### config.mk
export PLATFORM = sky130hd
export DESIGN_NAME = exe_alu
export DESIGN_NICKNAME = d
export VERILOG_FILES = /design/src/exe_pkg.sv /design/src/exe_alu.sv
export SDC_FILE = /design/constraint.sdc
export NUM_CORES = 1
export LEC_CHECK = 0
export BUFFER_PORTS_ARGS = -buffer_cell sky130_fd_sc_hd__clkbuf_2
export CAP_MARGIN = 20
export CELL_PAD_IN_SITES_DETAIL_PLACEMENT = 0
export CELL_PAD_IN_SITES_GLOBAL_PLACEMENT = 1
export CORE_MARGIN = 3
export CORE_UTILIZATION = 49
export DETAILED_ROUTE_END_ITERATION = 10
export PLACE_DENSITY = 0.93
export SYNTH_ARGS = -nofsm -noshare
export SYNTH_HDL_FRONTEND = slang
export SYNTH_SLANG_ARGS = --single-unit
### constraint.sdc
create_clock -name vclk -period 11
set_input_delay 2.2 -clock vclk [all_inputs]
set_output_delay 2.2 -clock vclk [all_outputs]
set_load 0.01 [all_outputs]
### src/exe_pkg.sv
package exe_pkg;

    localparam int xlen       = 32;
    localparam int reg_addr_w = 5;
    localparam int vpn2_w     = 19;
    localparam int pfn_w      = 20;
    localparam int asid_w     = 8;

    // kseg0/kseg1 keep only the low 29 bits
    localparam logic [xlen-1:0] unmapped_mask = 32'h1fff_ffff;

    typedef enum logic [3:0] {
        alu_add,
        alu_addu,
        alu_sub,
        alu_subu,
        alu_slt,
        alu_sltu,
        alu_and,
        alu_or,
        alu_xor,
        alu_nor,
        alu_sll,
        alu_srl,
        alu_sra,
        alu_lui
    } alu_op_e;

    typedef enum logic [3:0] {
        md_none,
        md_mult,
        md_multu,
        md_div,
        md_divu,
        md_mfhi,
        md_mflo,
        md_mthi,
        md_mtlo
    } md_op_e;

    typedef enum logic [2:0] {
        mem_none,
        mem_lb,
        mem_lh,
        mem_lw,
        mem_sb,
        mem_sh,
        mem_sw
    } mem_op_e;

    typedef enum logic [1:0] {
        src1_rs,
        src1_sa,
        src1_pc
    } src1_sel_e;

    typedef enum logic [1:0] {
        src2_rt,
        src2_imm,
        src2_const8
    } src2_sel_e;

    // imm arrives already extended by decode
    typedef struct packed {
        logic [xlen-1:0]       pc;
        alu_op_e               alu_op;
        md_op_e                md_op;
        mem_op_e               mem_op;
        src1_sel_e             src1_sel;
        src2_sel_e             src2_sel;
        logic                  gr_we;
        logic [reg_addr_w-1:0] dest;
        logic [xlen-1:0]       imm;
        logic [xlen-1:0]       rs_value;
        logic [xlen-1:0]       rt_value;
    } ds_to_es_t;

    typedef struct packed {
        logic ov;
        logic ades;
        logic refill_l;
        logic refill_s;
        logic invalid_l;
        logic invalid_s;
        logic modified;
    } exc_t;

    typedef struct packed {
        logic [xlen-1:0]       pc;
        logic [xlen-1:0]       result;
        logic [reg_addr_w-1:0] dest;
        logic                  gr_we;
        mem_op_e               mem_op;
        logic [1:0]            addr_low2;
        exc_t                  exc;
    } es_to_ms_t;

    typedef struct packed {
        logic            req;
        logic            wr;
        logic [1:0]      size;
        logic [3:0]      wstrb;
        logic [xlen-1:0] addr;
        logic [xlen-1:0] wdata;
    } sram_req_t;

    typedef struct packed {
        logic [vpn2_w-1:0] vpn2;
        logic              odd_page;
        logic [asid_w-1:0] asid;
    } tlb_query_t;

    typedef struct packed {
        logic             found;
        logic [pfn_w-1:0] pfn;
        logic             d;
        logic             v;
    } tlb_reply_t;

endpackage

### src/exe_alu.sv
`timescale 1ns/1ps

module exe_alu (
    input  exe_pkg::alu_op_e         alu_op,
    input  logic [exe_pkg::xlen-1:0] src1,
    input  logic [exe_pkg::xlen-1:0] src2,
    output logic [exe_pkg::xlen-1:0] result,
    output logic                     ov
);
    import exe_pkg::*;

    logic            is_sub;
    logic [xlen-1:0] b_in;
    logic [xlen-1:0] sum;
    logic            carry;
    logic [4:0]      shamt;
    logic            slt_bit;

    // one adder serves add, sub and both compares
    assign is_sub = (alu_op == alu_sub) || (alu_op == alu_subu) ||
                    (alu_op == alu_slt) || (alu_op == alu_sltu);
    assign b_in = is_sub ? ~src2 : src2;
    assign {carry, sum} = {1'b0, src1} + {1'b0, b_in} + {{xlen{1'b0}}, is_sub};

    // signed compare from the sign bits and the difference
    assign slt_bit = (src1[xlen-1] & ~src2[xlen-1]) |
                     (~(src1[xlen-1] ^ src2[xlen-1]) & sum[xlen-1]);

    assign shamt = src1[4:0];

    // operands agree in sign, sum does not
    assign ov = ((alu_op == alu_add) || (alu_op == alu_sub)) &&
                (src1[xlen-1] == b_in[xlen-1]) &&
                (sum[xlen-1] != src1[xlen-1]);

    always_comb begin
        case (alu_op)
            alu_add,
            alu_addu,
            alu_sub,
            alu_subu: result = sum;
            alu_slt:  result = {{(xlen-1){1'b0}}, slt_bit};
            // no carry out means a borrow, so src1 < src2
            alu_sltu: result = {{(xlen-1){1'b0}}, ~carry};
            alu_and:  result = src1 & src2;
            alu_or:   result = src1 | src2;
            alu_xor:  result = src1 ^ src2;
            alu_nor:  result = ~(src1 | src2);
            alu_sll:  result = src2 << shamt;
            alu_srl:  result = src2 >> shamt;
            alu_sra:  result = $unsigned($signed(src2) >>> shamt);
            alu_lui:  result = {src2[15:0], 16'h0000};
            default:  result = '0;
        endcase
    end

endmodule

==> results.sh <==
export IMPL_yosys_area_top_type="mux4_2"
export IMPL_fp_dieW_um=132
export IMPL_worst_slew_pin_slew_ns=0.884
export IMPL_start_kind="primary input"
export IMPL_place_area_um2=8360
export IMPL_register_area_um2=0
export IMPL_power_uw=510
export IMPL_fmax_ghz=0.122
export IMPL_syn_num_nets=1233
export IMPL_p_comb_share_pct=100.0
export IMPL_internal_power_uw=203
export IMPL_outcome="finished clean"
export IMPL_min_delay_start="src1[31]"
export IMPL_diodes=0
export IMPL_antenna_found_initial=0
export IMPL_fin_tns_setup_ns=0
export IMPL_wire_per_inst_um=23.6
export IMPL_holdPathStages=4
export IMPL_coreArea_um2=15400
export IMPL_syn_mean_instance_area_um2=7.29
export IMPL_ios=101
export IMPL_gp_congestion=1.02
export IMPL_powerDensity_nw_per_um2=60.9
export IMPL_cp_max_fo=25
export IMPL_grt_pass1_vias=8250
export IMPL_n_clock_buffer=0
export IMPL_power_frac_seq_pct=0
export IMPL_io_buffers=101
export IMPL_finalMaxSlewViolations=0
export IMPL_yosysSeqAreaShare_pct=0
export IMPL_post_cts_setup_buffer_count=0
export IMPL_dp_hpwl_um=22900
export IMPL_p_sw_share_pct=60.3
export IMPL_hold_end="ov"
export IMPL_worst_hold_path_type="in2out"
export IMPL_final_cell_area_um2=8380
export IMPL_rsz0062_at_grt="no"
export IMPL_drt_wl_total_um=31100
export IMPL_area_growth_syn_to_layout_pct=7.69
export IMPL_overflow=0
export IMPL_relSlewSlack_pct=41.1
export IMPL_synthTopCellsByArea="mux4_2 (16%), ha_1 (16%), nor2_1 (5.9%)"
export IMPL_ys_warn_count=0
export IMPL_synth_most_common_cell="nor2_1"
export IMPL_vias=9011
export IMPL_drt_iter0_markers=1357
export IMPL_hold_slack_ns=4.87
export IMPL_hold_buffers=0
export IMPL_netlist_area_leader_share_pct=15.9
export IMPL_cts_resized=0
export IMPL_drive_above_1_share_pct=18.1
export IMPL_final_antenna_net_count=0
export IMPL_nNetsFinal=1274
export IMPL_netlist_instances=1067
export IMPL_cp_arrival_ns=6.02
export IMPL_cap_viol_max_count=0
export IMPL_synth_commonest_cells="nor2_1 (122), ha_1 (97), nand2_1 (90)"
export IMPL_dieArea_um2=17400
export IMPL_drc_errors=0
export IMPL_worstSetupPathType="in2out"
export IMPL_hold_viol_final=0
export IMPL_netSwitchingPower_uw=308
export IMPL_std_cell_rows=45
export IMPL_vias_per_cell=6.84
export IMPL_start_util_pct=50.6
export IMPL_grt_max_degree=68
export IMPL_grtUsageTotal_pct=33.4
export IMPL_required_ns=8.80
export IMPL_fin_crit_sh_pct=74.7
export IMPL_utilization_pct=54.5
export IMPL_die_y_um=132
export IMPL_design_seq_count=0
export IMPL_clockPowerShare_pct=0
export IMPL_setup_viol=0
export IMPL_vdd_ir_drop_worst_mv=0.0487
export IMPL_synth_cell_type_count=77
export IMPL_finalCriticalPeriod_ns=8.22
export IMPL_p_leak_nw=3.68
export IMPL_syn_cell_area_um2=7780
export IMPL_dr_pass1_iters=5
export IMPL_cp_end_kind="primary output"
export IMPL_grt_pass1_wl_um=47100
==> cells in the final DEF (no fill, tap or decap), types with 14 or more instances in the layout <==
cell type and n:
nand3_1 25, nor2_1 119, o21ai_1 34, nor3_1 17, a21oi_1 87, o211ai_1 17
inv_1 71, mux2i_1 34, clkbuf_2 99, a21o_1 17, mux4_2 55, nand2_1 90
xnor2_1 40, a221oi_1 14, ha_1 97, o21ai_0 44, a22oi_1 20, buf_4 19
==> through the flow <==
stage,instances,worst slack [ns]
2_1_floorplan,1067,3.21
3_3_place_gp,1316,2.38
3_5_place_dp,1316,2.27
4_1_cts,1316,2.26
5_1_grt,1317,2.67
6_report,1317,2.78
==> worst max path at each step <==
stage | slack, ns | from | endpoint | cells past startpoint
floorplan | 3.21 | alu_op[2] | result[29] | 14
global placement | 2.38 | alu_op[1] | result[29] | 14
detailed placement | 2.27 | alu_op[1] | result[29] | 14
CTS | 2.26 | alu_op[1] | result[29] | 14
global route | 2.67 | alu_op[1] | result[29] | 15
finish | 2.78 | alu_op[1] | result[28] | 15
==> area by class of cell <==
| class | instances | area (µm²) |
|---|---|---|
| fill | 1536 | 7000 |
| inverter | 75 | 282 |
| multi-input combinational | 911 | 7170 |
| tap | 211 | 264 |
| timing repair buffer | 120 | 663 |
==> metal layers <==
metal | global-route usage (%) | vias to the layer above | share of wire, %
met1 | 45.1 | 4196 | 39
li1 | - | 4106 | -
met4 | 16.6 | 0 | 6.6
met3 | 5.84 | 116 | 11
met5 | 0 | - | 0
met2 | 51.5 | 593 | 44
==> logic make-up (layout without fill, tap and decap cells) <==
kind of cell / count (synthesis) / in the layout / synth area share (%)
AO/OA/AOI/OAI: 351 / 351 / 30.6
buffers and inverters: 156 / 195 / 8.08
XOR/XNOR: 52 / 52 / 5.95
multiplexers: 98 / 98 / 21.6
adder cells (fa/ha/maj): 98 / 98 / 15.9
AND/OR/NAND/NOR: 312 / 312 / 17.9
==> critical path, cell delays in order <==
cell and delay (ns):
clkbuf_2 0.21, xnor2_2 0.46, nor2_4 0.15, buf_12 0.22, xnor2_1 0.14, ha_1 0.41
nand3_1 0.12, or3_1 0.37, o32ai_1 0.39, nor2_1 0.12, o21ai_1 0.30, nand3_1 0.13
mux2_1 0.35, o221ai_1 0.23, clkbuf_2 0.18
==> power groups by stage <==
stage,combinational [mW],clock [mW],sequential [mW]
floorplan,0.351,0,0
detailed placement,0.494,0,0
global route,0.550,0,0
finish,0.510,0,0
global placement,0.491,0,0
CTS,0.497,0,0
Power figures use the tool's default switching activity.
