### src/exe_pkg.sv
package exe_pkg;

    localparam int xlen       = 32;
    localparam int reg_addr_w = 5;
    localparam int vpn2_w     = 19;
    localparam int pfn_w      = 20;
    localparam int asid_w     = 8;

    // kseg0/kseg1 keep only the low 29 bits
    localparam logic [xlen-1:0] unmapped_mask = 32'h1fff_ffff;

    typedef enum logic [3:0] {
        alu_add,
        alu_addu,
        alu_sub,
        alu_subu,
        alu_slt,
        alu_sltu,
        alu_and,
        alu_or,
        alu_xor,
        alu_nor,
        alu_sll,
        alu_srl,
        alu_sra,
        alu_lui
    } alu_op_e;

    typedef enum logic [3:0] {
        md_none,
        md_mult,
        md_multu,
        md_div,
        md_divu,
        md_mfhi,
        md_mflo,
        md_mthi,
        md_mtlo
    } md_op_e;

    typedef enum logic [2:0] {
        mem_none,
        mem_lb,
        mem_lh,
        mem_lw,
        mem_sb,
        mem_sh,
        mem_sw
    } mem_op_e;

    typedef enum logic [1:0] {
        src1_rs,
        src1_sa,
        src1_pc
    } src1_sel_e;

    typedef enum logic [1:0] {
        src2_rt,
        src2_imm,
        src2_const8
    } src2_sel_e;

    // imm arrives already extended by decode
    typedef struct packed {
        logic [xlen-1:0]       pc;
        alu_op_e               alu_op;
        md_op_e                md_op;
        mem_op_e               mem_op;
        src1_sel_e             src1_sel;
        src2_sel_e             src2_sel;
        logic                  gr_we;
        logic [reg_addr_w-1:0] dest;
        logic [xlen-1:0]       imm;
        logic [xlen-1:0]       rs_value;
        logic [xlen-1:0]       rt_value;
    } ds_to_es_t;

    typedef struct packed {
        logic ov;
        logic ades;
        logic refill_l;
        logic refill_s;
        logic invalid_l;
        logic invalid_s;
        logic modified;
    } exc_t;

    typedef struct packed {
        logic [xlen-1:0]       pc;
        logic [xlen-1:0]       result;
        logic [reg_addr_w-1:0] dest;
        logic                  gr_we;
        mem_op_e               mem_op;
        logic [1:0]            addr_low2;
        exc_t                  exc;
    } es_to_ms_t;

    typedef struct packed {
        logic            req;
        logic            wr;
        logic [1:0]      size;
        logic [3:0]      wstrb;
        logic [xlen-1:0] addr;
        logic [xlen-1:0] wdata;
    } sram_req_t;

    typedef struct packed {
        logic [vpn2_w-1:0] vpn2;
        logic              odd_page;
        logic [asid_w-1:0] asid;
    } tlb_query_t;

    typedef struct packed {
        logic             found;
        logic [pfn_w-1:0] pfn;
        logic             d;
        logic             v;
    } tlb_reply_t;

endpackage

### src/exe_mem_req.sv
`timescale 1ns/1ps

module exe_mem_req (
    input  logic                       clk,
    input  logic                       reset,
    input  logic                       flush,
    input  logic                       valid,
    input  logic                       commit,
    input  exe_pkg::mem_op_e           mem_op,
    input  logic [exe_pkg::xlen-1:0]   vaddr,
    input  logic [exe_pkg::xlen-1:0]   rt_value,
    input  logic [exe_pkg::asid_w-1:0] asid,
    input  logic                       ov,
    output exe_pkg::sram_req_t         data_sram,
    input  logic                       data_sram_addr_ok,
    output exe_pkg::tlb_query_t        tlb_query,
    input  exe_pkg::tlb_reply_t        tlb_reply,
    output exe_pkg::exc_t              exc,
    output logic                       mem_ready
);
    import exe_pkg::*;

    logic       is_load;
    logic       is_store;
    logic       is_mem;
    logic       unmapped;
    logic       mapped;
    logic [1:0] low2;
    logic       exc_any;
    logic       req_done;
    logic       accept;

    assign is_load  = (mem_op == mem_lb) || (mem_op == mem_lh) || (mem_op == mem_lw);
    assign is_store = (mem_op == mem_sb) || (mem_op == mem_sh) || (mem_op == mem_sw);
    assign is_mem   = is_load || is_store;
    assign low2     = vaddr[1:0];

    // 0x8 to 0xb in the top nibble bypass the TLB
    assign unmapped = (vaddr[xlen-1:xlen-2] == 2'b10);
    assign mapped   = is_mem && !unmapped;

    assign tlb_query = '{vpn2: vaddr[31:13], odd_page: vaddr[12], asid: asid};

    always_comb begin
        exc.ov        = ov;
        exc.ades      = ((mem_op == mem_sh) && low2[0]) ||
                        ((mem_op == mem_sw) && (low2 != 2'b00));
        exc.refill_l  = mapped && is_load && !tlb_reply.found;
        exc.refill_s  = mapped && is_store && !tlb_reply.found;
        exc.invalid_l = mapped && is_load && tlb_reply.found && !tlb_reply.v;
        exc.invalid_s = mapped && is_store && tlb_reply.found && !tlb_reply.v;
        // store hit on a clean valid page
        exc.modified  = mapped && is_store && tlb_reply.found && tlb_reply.v && !tlb_reply.d;
    end

    assign exc_any = (exc != '0);

    always_comb begin
        data_sram.req  = valid && is_mem && !exc_any && !req_done && !flush;
        data_sram.wr   = is_store;
        data_sram.addr = unmapped ? (vaddr & unmapped_mask) : {tlb_reply.pfn, vaddr[11:0]};
        case (mem_op)
            mem_lb,
            mem_sb: begin
                data_sram.size  = 2'd0;
                data_sram.wdata = {4{rt_value[7:0]}};
            end
            mem_lh,
            mem_sh: begin
                data_sram.size  = 2'd1;
                data_sram.wdata = {2{rt_value[15:0]}};
            end
            default: begin
                data_sram.size  = 2'd2;
                data_sram.wdata = rt_value;
            end
        endcase
        case (mem_op)
            mem_sb:  data_sram.wstrb = 4'b0001 << low2;
            mem_sh:  data_sram.wstrb = 4'b0011 << low2;
            mem_sw:  data_sram.wstrb = 4'b1111;
            default: data_sram.wstrb = 4'b0000;
        endcase
    end

    assign accept = data_sram.req && data_sram_addr_ok;

    // one request per instruction, even while the stage is held
    always_ff @(posedge clk) begin
        if (reset || flush || commit) begin
            req_done <= 1'b0;
        end else if (accept) begin
            req_done <= 1'b1;
        end
    end

    assign mem_ready = !is_mem || exc_any || req_done || accept;

endmodule

### config.mk
export PLATFORM = sky130hd
export DESIGN_NAME = exe_mem_req
export DESIGN_NICKNAME = d
export VERILOG_FILES = /design/src/exe_pkg.sv /design/src/exe_mem_req.sv
export SDC_FILE = /design/constraint.sdc
export NUM_CORES = 1
export LEC_CHECK = 0
export ABC_AREA = 0
export BUFFER_PORTS_ARGS = -buffer_cell sky130_fd_sc_hd__buf_2
export CAP_MARGIN = 15
export CORE_AREA = 4 4 81 83
export DETAILED_ROUTE_END_ITERATION = 6
export DIE_AREA = 0 0 85 87
export PLACE_DENSITY = 0.73
export SETUP_SLACK_MARGIN = 0.3
export SKIP_LAST_GASP = 1
export SYNTH_ARGS = -nofsm -noshare
export SYNTH_HDL_FRONTEND = slang
export SYNTH_SLANG_ARGS = --single-unit
### constraint.sdc
create_clock -name clk -period 1.64 [get_ports clk]
set_input_delay 0.328 -clock clk [delete_from_list [all_inputs] [get_ports clk]]
set_output_delay 0.328 -clock clk [all_outputs]
set_load 0.005 [all_outputs]
==> flow_metrics.py, run 1 <==
metrics = {
    "run_status": {
        "status": "complete, but fails checks",
        "violations": "negative setup slack",
    },
    "global_route": {
        "grt_usage_pct": 15.6,
        "grt_antenna_before_repair": 0,
        "grt_pass1_vias": 2029,
        "grt_max_degree": 20,
        "grt_pass1_wl_mm": 9.81,
        "grt-ovfl-total": 0,
    },
    "critical_path": {
        "crit_fanout": 5,
        "slowest_stage": "mux2_4",
        "cp.depth": 6,
        "critical_path_buf_inv_count": 3,
        "end_kind": "primary output",
        "path_cells": "buf_12 > nor2_4 > xnor2_4 > clkbuf_16 > mux2_4 > buf_6",
        "crit_path_max_incr_delay_ps": 300,
        "rr_worst_depth": 4,
        "cp-start-kind": "input pin",
        "required_ps": 1310,
        "critical_path_arrival_ps": 1400,
        "critPathKind": "in2out",
        "path_delay_family": "buffers and inverters",
    },
    "detailed_routing": {
        "dr.pass1.iters": 4,
        "wl_met1_mm": 2.31,
        "ant_nets": 0,
        "drt_iter0_drc": 39,
        "wl_met2_mm": 3.82,
        "dr.max_layer_used": "met4",
        "totalWireLength_mm": 6.87,
        "routedWlPerCell_um": 14.9,
        "route.detailed.drc": 0,
        "route.met3.wl_um": 624,
        "dr_total_vias": 2156,
        "vias_per_cell": 4.68,
    },
    "placed_design": {
        "hpwlAfterDp_mm": 5.13,
        "dp_slack_ps": -282,
        "gp_congestion": 0.771,
        "port_buffers": 174,
        "placed_cell_area_um2": 2300,
    },
    "clock_network": {
        "clkLatencyLatePin_ps": 0,
        "clkTransAtPathRegs_ps": 0,
        "holdBufCountCts": 0,
    },
    "timing": {
        "final.period_utilization_pct": 105,
        "relSlewSlack_pct": 80.2,
        "finalWorstSetupSlack_ps": -83.9,
        "setup_viol": 19,
        "finalSetupTns_ps": -1140,
        "fin_worst_skew_ps": 0,
        "fin_crit_ps": 1720,
        "slew_viol_final": 0,
        "rsz0062_at_grt": "true",
        "fmax_mhz": 580,
        "hold_viol": 0,
        "worstMarginPinSlew_ps": 297,
    },
    "final_layout": {
        "final_cell_mix": "147 x buf_2, 56 x nand2_1, 31 x buf_6",
        "register_area_um2": 20.0,
        "fill_cells": 562,
        "area_delta_synth_final_pct": 95.1,
        "top_register": "req_done",
        "utilization_pct": 50.7,
        "final_area_um2": 2970,
        "final_common_cell": "buf_2",
        "n_antenna_cell": 0,
        "largest_registers": "req_done x1",
        "drive_gt1_share_pct": 71.5,
        "largest_reg_flops": 1,
        "num-nets-final": 493,
        "multiInputGateArea_um2": 1330,
    },
    "synthesis": {
        "ys_seq_elements": 1,
        "synth.avg_cell_area_um2": 6.41,
        "netlist_instances": 237,
        "syn_nets": 342,
        "yosysSeqAreaShare_pct": 1.32,
        "synth_top_flop_cell": "dfxtp_1",
        "synth.distinct_cells": 35,
        "async_flop_share_pct": 0,
        "synthesis.area_um2": 1520,
        "ys_warn_count": 0,
        "synth-edff-count": 0,
    },
    "floorplan": {
        "dieArea_um2": 7400,
        "core_um2": 5850,
        "ios": 213,
        "die_x_um": 85,
        "std_cell_rows": 28,
        "start_util_pct": 26.0,
        "die_h_um": 87,
    },
    "power_and_ir_drop": {
        "power.leakage_nw": 1.61,
        "p_total_mw": 0.946,
        "vdd_drop_max_v": 0.000185,
        "power.density_nw_per_um2": 319,
    },
    "flow_run": {
        "cap_violations": 0,
    },
    "min_path": {
        "hold_path_depth": 1,
        "hp-class": "reg2reg",
    },
}
-- cell usage after synthesis (all sizes together), types with 2 or more instances --
| cell type | number | area share [%] |
|---|---|---|
| o21bai | 2 | 0.99 |
| clkbuf | 4 | 1.1 |
| mux2i | 4 | 2.6 |
| nor2 | 12 | 3.6 |
| nand2 | 59 | 15 |
| mux2 | 25 | 19 |
| nand2b | 3 | 1.2 |
| and2 | 5 | 2.1 |
| a21oi | 3 | 0.99 |
| nor3 | 10 | 3.3 |
| xnor2 | 2 | 1.6 |
| buf | 58 | 28 |
| inv | 4 | 0.99 |
| nor2b | 7 | 2.9 |
| o22ai | 7 | 2.9 |
| o211ai | 3 | 1.5 |
| o21ai | 16 | 5.3 |
| nand3b | 2 | 0.99 |
-- metrics by stage --
stage,hold WS (ps),cells
floorplan,450,237
global route,502,461
detailed placement,464,446
CTS,469,459
global placement,465,446
finish,462,461
-- metal layers --
| layer | global-route usage, % | up-vias |
|---|---|---|
| li1 | - | 1052 |
| met1 | 16.9 | 979 |
| met2 | 32.8 | 113 |
| met3 | 2.27 | 12 |
| met4 | 0.863 | 0 |
| met5 | 0 | - |
-- kinds of logic (layout without fill, tap and decap cells) --
logic type,count (synthesis),in the layout,synth area share [%]
and+or+nand+nor,102,102,30.4
buffers and inverters,66,215,29.6
AOI/OAI and AO/OA,37,37,15.9
muxes,29,29,21.2
xor gates and xnor gates,2,2,1.65
DFF,1,1,1.32
-- worst register-to-register path: stages (launching register included) --
cell and delay, ps:
dfxtp_1 290, nor2_1 120, o211ai_1 110, a221oi_2 270, a22o_1 170
-- power breakdown --
part / internal [mW] / switching [mW]
Combinational: 0.542 / 0.379
Clock: 0 / 0
Sequential: 0.0250 / 0.0000774
Total: 0.567 / 0.379
-- path summary, 6_finish.rpt --
kind / from / slack, ps / endpoint
worst min-delay path: req_done / 460 / req_done
worst max register to register: req_done / 620 / req_done
worst min register to register: req_done / 460 / req_done
worst max-delay path: mem_op[0] / -80 / data_sram[18]
-- cell type report --
type                       instances  share of cell area, %
sequential                         1                  0.675
multi-input combinational        170                   44.9
timing repair buffer             211                   50.5
tap                               75                   3.16
inverter                           4                  0.717
-- what timing repair did --
| item | 4_1_cts | 5_1_grt |
|---|---|---|
| pin swaps | 20 | 12 |
| buffers inserted | 10 | 1 |
| cloned | 3 | 1 |
| setup endpoints to repair | 60 | 59 |
| resized for setup | 78 | 48 |
Note: power is estimated with default switching activity, not from simulation.
==> inputs of run 2 (changes only) <==
Settings changed: BUFFER_PORTS_ARGS -buffer_cell sky130_fd_sc_hd__buf_2 to -buffer_cell sky130_fd_sc_hd__buf_4.
==> flow_metrics.py, run 2 (synthesis results as in run 1) <==
metrics = {
    "timing": {
        "finalWorstSetupSlack_ps": -132,
        "relSlewSlack_pct": 81.0,
        "slew_viol_final": 0,
        "rsz0062_at_grt": "true",
        "hold_viol": 0,
        "final.period_utilization_pct": 108,
        "worstMarginPinSlew_ps": 284,
        "fmax_mhz": 564,
        "fin_worst_skew_ps": 0,
        "whs_ps": 464,
        "setup_viol": 13,
        "fin_crit_ps": 1770,
        "finalSetupTns_ps": -544,
    },
    "min_path": {
        "hp-class": "reg2reg",
        "hold_path_depth": 1,
        "hold_end": "req_done",
        "worstHoldStart": "req_done",
    },
    "global_route": {
        "grt_usage_pct": 16.7,
        "grt_pass1_wl_mm": 10.5,
        "grt_max_degree": 15,
        "grt_pass1_vias": 2242,
        "grt_antenna_before_repair": 0,
        "grt-ovfl-total": 0,
    },
    "placed_design": {
        "dp.cells": 452,
        "hpwlAfterDp_mm": 5.49,
        "dp_slack_ps": -217,
        "port_buffers": 174,
        "gp_congestion": 0.778,
    },
    "detailed_routing": {
        "dr.pass1.iters": 2,
        "dr_total_vias": 2210,
        "wl_met1_mm": 2.52,
        "route.detailed.drc": 0,
        "wl_met2_mm": 4.11,
        "route.met3.wl_um": 592,
        "totalWireLength_mm": 7.34,
        "routedWlPerCell_um": 15.5,
        "dr.max_layer_used": "met4",
        "drt_iter0_drc": 28,
        "vias_per_cell": 4.66,
        "ant_nets": 0,
    },
    "power_and_ir_drop": {
        "power.leakage_nw": 1.84,
        "power.density_nw_per_um2": 317,
        "vdd_drop_max_v": 0.000208,
        "p_total_mw": 1.16,
    },
    "clock_network": {
        "holdBufCountCts": 0,
        "clkLatencyLatePin_ps": 0,
        "clkTransAtPathRegs_ps": 0,
    },
    "final_layout": {
        "final_common_cell": "buf_4",
        "num-nets-final": 506,
        "register_area_um2": 20.0,
        "fill_cells": 479,
        "drive_gt1_share_pct": 81.2,
        "area_delta_synth_final_pct": 140,
        "n_antenna_cell": 0,
        "top_register": "req_done",
        "final_cell_mix": "153 x buf_4, 55 x buf_6, 28 x nand2_1",
        "stdcell_count": 474,
        "multiInputGateArea_um2": 1480,
        "largest_registers": "req_done x1",
        "largest_reg_flops": 1,
    },
    "floorplan": {
        "std_cell_rows": 28,
        "die_x_um": 85,
        "core_um2": 5850,
        "ios": 213,
        "dieArea_um2": 7400,
        "die_h_um": 87,
        "start_util_pct": 26.0,
    },
    "critical_path": {
        "end_kind": "primary output",
        "critical_path_arrival_ps": 1440,
        "rr_worst_depth": 4,
        "r2r-end": "req_done",
        "crit_fanout": 7,
        "critPathKind": "in2out",
        "regToRegSetupSlack_ps": 640,
        "required_ps": 1310,
        "timing.rr.start": "req_done",
        "cp-start-kind": "input pin",
    },
    "run_status": {
        "status": "complete, but fails checks",
        "violations": "negative setup slack",
    },
    "flow_run": {
        "cap_violations": 0,
    },
}
[run 2: changes by cell type in the layout (fill, tap and decap cells not counted), moves of 3 or more]
cell | previous run | this run
buf_4 | 18 | 153
nand2_2 | 2 | 24
buf_2 | 147 | 0
o21ai_1 | 9 | 13
nor2_2 | 0 | 3
mux2_4 | 22 | 17
nand2_1 | 56 | 28
buf_6 | 31 | 55
mux2_2 | 3 | 8
nand2_4 | 1 | 7
[run 2: timing repair]
action | CTS | global route
pin swaps | 28 | 44
gates resized for setup | 114 | 77
hold endpoints to repair | 0 | 0
gates cloned | 3 | 1
endpoints found under the setup margin | 60 | 58
setup buffers | 8 | 10
[run 2: cell type report]
| cell class | instances | area share [%] |
|---|---|---|
| Timing Repair Buffer | 223 | 55.8 |
| Multi-Input combinational cell | 171 | 40.6 |
| Tap cell | 75 | 2.57 |
| Sequential cell | 1 | 0.548 |
| Inverter | 4 | 0.513 |
[run 2: critical path, cell delays in order]
cell and delay (ps):
buf_12 130, buf_6 110, or2_4 220, o211ai_1 260, a221oi_4 70, and3b_1 200
buf_4 130
[run 2: report_power, final]
part | internal [mW] | total (mW) | switching [mW]
sequential | 0.0250 | 0.0251 | 0.0000811
clock | 0 | 0 | 0
combinational | 0.712 | 1.13 | 0.423
[run 2: worst max-delay path by stage]
stage | start | endpoint | slack [ps] | cells after the start
global placement | vaddr[30] | data_sram[71] | -200 | 7
floorplan | mem_op[0] | data_sram[71] | 80 | 5
global route | mem_op[1] | data_sram[71] | -170 | 7
CTS | vaddr[30] | data_sram[71] | -120 | 7
detailed placement | mem_op[0] | data_sram[16] | -220 | 5
finish | mem_op[1] | data_sram[71] | -130 | 7
[run 2: stage by stage]
step           util, %  cell area [µm²]
6_report          62.5             3660
5_1_grt           62.5             3660
4_1_cts           56.2             3290
3_5_place_dp      47.7             2790
3_3_place_gp      47.7             2790
2_1_floorplan        -             1620
[run 2: per-layer routing]
metal,vias to the layer above,global-route usage [%]
li1,1079,-
met1,1021,17.4
met2,98,34.5
met3,12,3.12
met4,0,2.59
met5,-,0
==> inputs of run 3 (changes only) <==
Settings changed: CTS_CLUSTER_DIAMETER set to 150, PLACE_DENSITY 0.73 to unset, PLACE_DENSITY_LB_ADDON set to 0.25.
==> flow_metrics.py, run 3 (synthesis results as in run 1) <==
metrics = {
    "detailed_routing": {
        "totalWireLength_mm": 7.29,
        "dr.pass1.iters": 4,
        "drt_iter0_drc": 46,
        "ant_nets": 0,
        "routedWlPerCell_um": 15.5,
        "dr_total_vias": 2230,
        "route.detailed.drc": 0,
        "vias_per_cell": 4.75,
    },
    "clock_network": {
        "holdBufCountCts": 0,
        "clkTransAtPathRegs_ps": 0,
        "clkLatencyLatePin_ps": 0,
    },
    "floorplan": {
        "dieArea_um2": 7400,
        "core_um2": 5850,
        "std_cell_rows": 28,
        "die_h_um": 87,
        "ios": 213,
        "start_util_pct": 26.0,
        "die_x_um": 85,
    },
    "final_layout": {
        "largest_registers": "req_done x1",
        "area_delta_synth_final_pct": 135,
        "drive_gt1_share_pct": 80.5,
        "final_cell_mix": "156 x buf_4, 49 x buf_6, 25 x nand2_1",
        "top_register": "req_done",
        "utilization_pct": 61.0,
        "num-nets-final": 501,
        "final_common_cell": "buf_4",
        "final_area_um2": 3570,
        "n_antenna_cell": 0,
        "largest_reg_flops": 1,
    },
    "timing": {
        "hold_viol": 0,
        "slew_viol_final": 0,
        "finalWorstSetupSlack_ps": -70.6,
        "fin_worst_skew_ps": 0,
        "final.period_utilization_pct": 104,
        "setup_viol": 10,
        "fin_crit_ps": 1710,
        "relSlewSlack_pct": 81.4,
        "rsz0062_at_grt": "true",
        "worstMarginPinSlew_ps": 280,
        "fmax_mhz": 585,
    },
    "critical_path": {
        "required_ps": 1310,
        "timing.rr.start": "req_done",
        "end_kind": "primary output",
        "critical_path_arrival_ps": 1380,
        "setup.worst_path.start": "vaddr[30]",
        "crit_fanout": 3,
        "cp-start-kind": "input pin",
        "critPathKind": "in2out",
    },
    "power_and_ir_drop": {
        "power.density_nw_per_um2": 313,
        "vdd_drop_max_v": 0.000171,
        "power.leakage_nw": 1.80,
    },
    "global_route": {
        "grt_max_degree": 20,
        "grt-ovfl-total": 0,
        "grt_pass1_vias": 2164,
        "grt_pass1_wl_mm": 10.2,
        "grt_usage_pct": 16.1,
        "grt_antenna_before_repair": 0,
    },
    "min_path": {
        "worstHoldStart": "req_done",
        "hp-class": "reg2reg",
    },
    "placed_design": {
        "gp_congestion": 0.797,
        "placed_cell_area_um2": 2780,
        "port_buffers": 174,
        "hpwlAfterDp_mm": 5.45,
    },
    "run_status": {
        "violations": "negative setup slack",
        "status": "complete, but fails checks",
    },
    "flow_run": {
        "cap_violations": 0,
    },
}
[run 3: where the power goes]
group	internal, mW	switching, mW
sequential	0.0250	0.000122
combinational	0.684	0.407
clock	0	0
total	0.709	0.407
[run 3: what timing repair did]
action                     CTS  global route
buffers inserted             7             6
setup endpoints to repair   60            60
pin swaps                   43            25
cloned                       4             1
resized for setup           92            85
[run 3: routing by layer]
metal  up-vias  share of wire, %  track usage (%)
met3        12               8.2             3.03
met1      1047                35             17.9
li1       1063                 -                -
met4         0               1.7             1.29
met2       108                55             32.6
met5         -                 0                0
[run 3: per-stage QoR]
| stage | setup TNS, ps | total power [mW] | setup WS, ps | hold WS [ps] | instances |
|---|---|---|---|---|---|
| floorplan | 0 | 0.429 | 81.8 | 450 | 237 |
| global placement | -2190 | 0.856 | -147 | 503 | 451 |
| detailed placement | -2540 | 0.866 | -170 | 497 | 451 |
| CTS | -397 | 0.992 | -79.5 | 503 | 462 |
| global route | -891 | 1.19 | -112 | 529 | 469 |
| finish | -340 | 1.12 | -70.6 | 500 | 469 |
[run 3: area by class of cell]
class	instances	area, µm²
sequential	1	20.0
fill	510	2280
multi-input combinational	170	1440
inverter	4	21.3
tap	75	93.8
timing repair buffer	219	1990
[run 3: worst max-delay path, stage by stage]
cell and delay, ps:
buf_8 100, nor2b_4 110, buf_6 110, o311ai_4 100, a221oi_2 320, and3b_1 200
buf_4 110
[run 3: path summary, 6_finish.rpt]
| check | cells past startpoint | slack, ps | endpoint |
|---|---|---|---|
| setup / recovery | 7 | -70 | data_sram[71] |
| hold / removal | 1 | 500 | req_done |
| hold reg to reg | 1 | 500 | req_done |
| setup reg to reg | 5 | 560 | req_done |
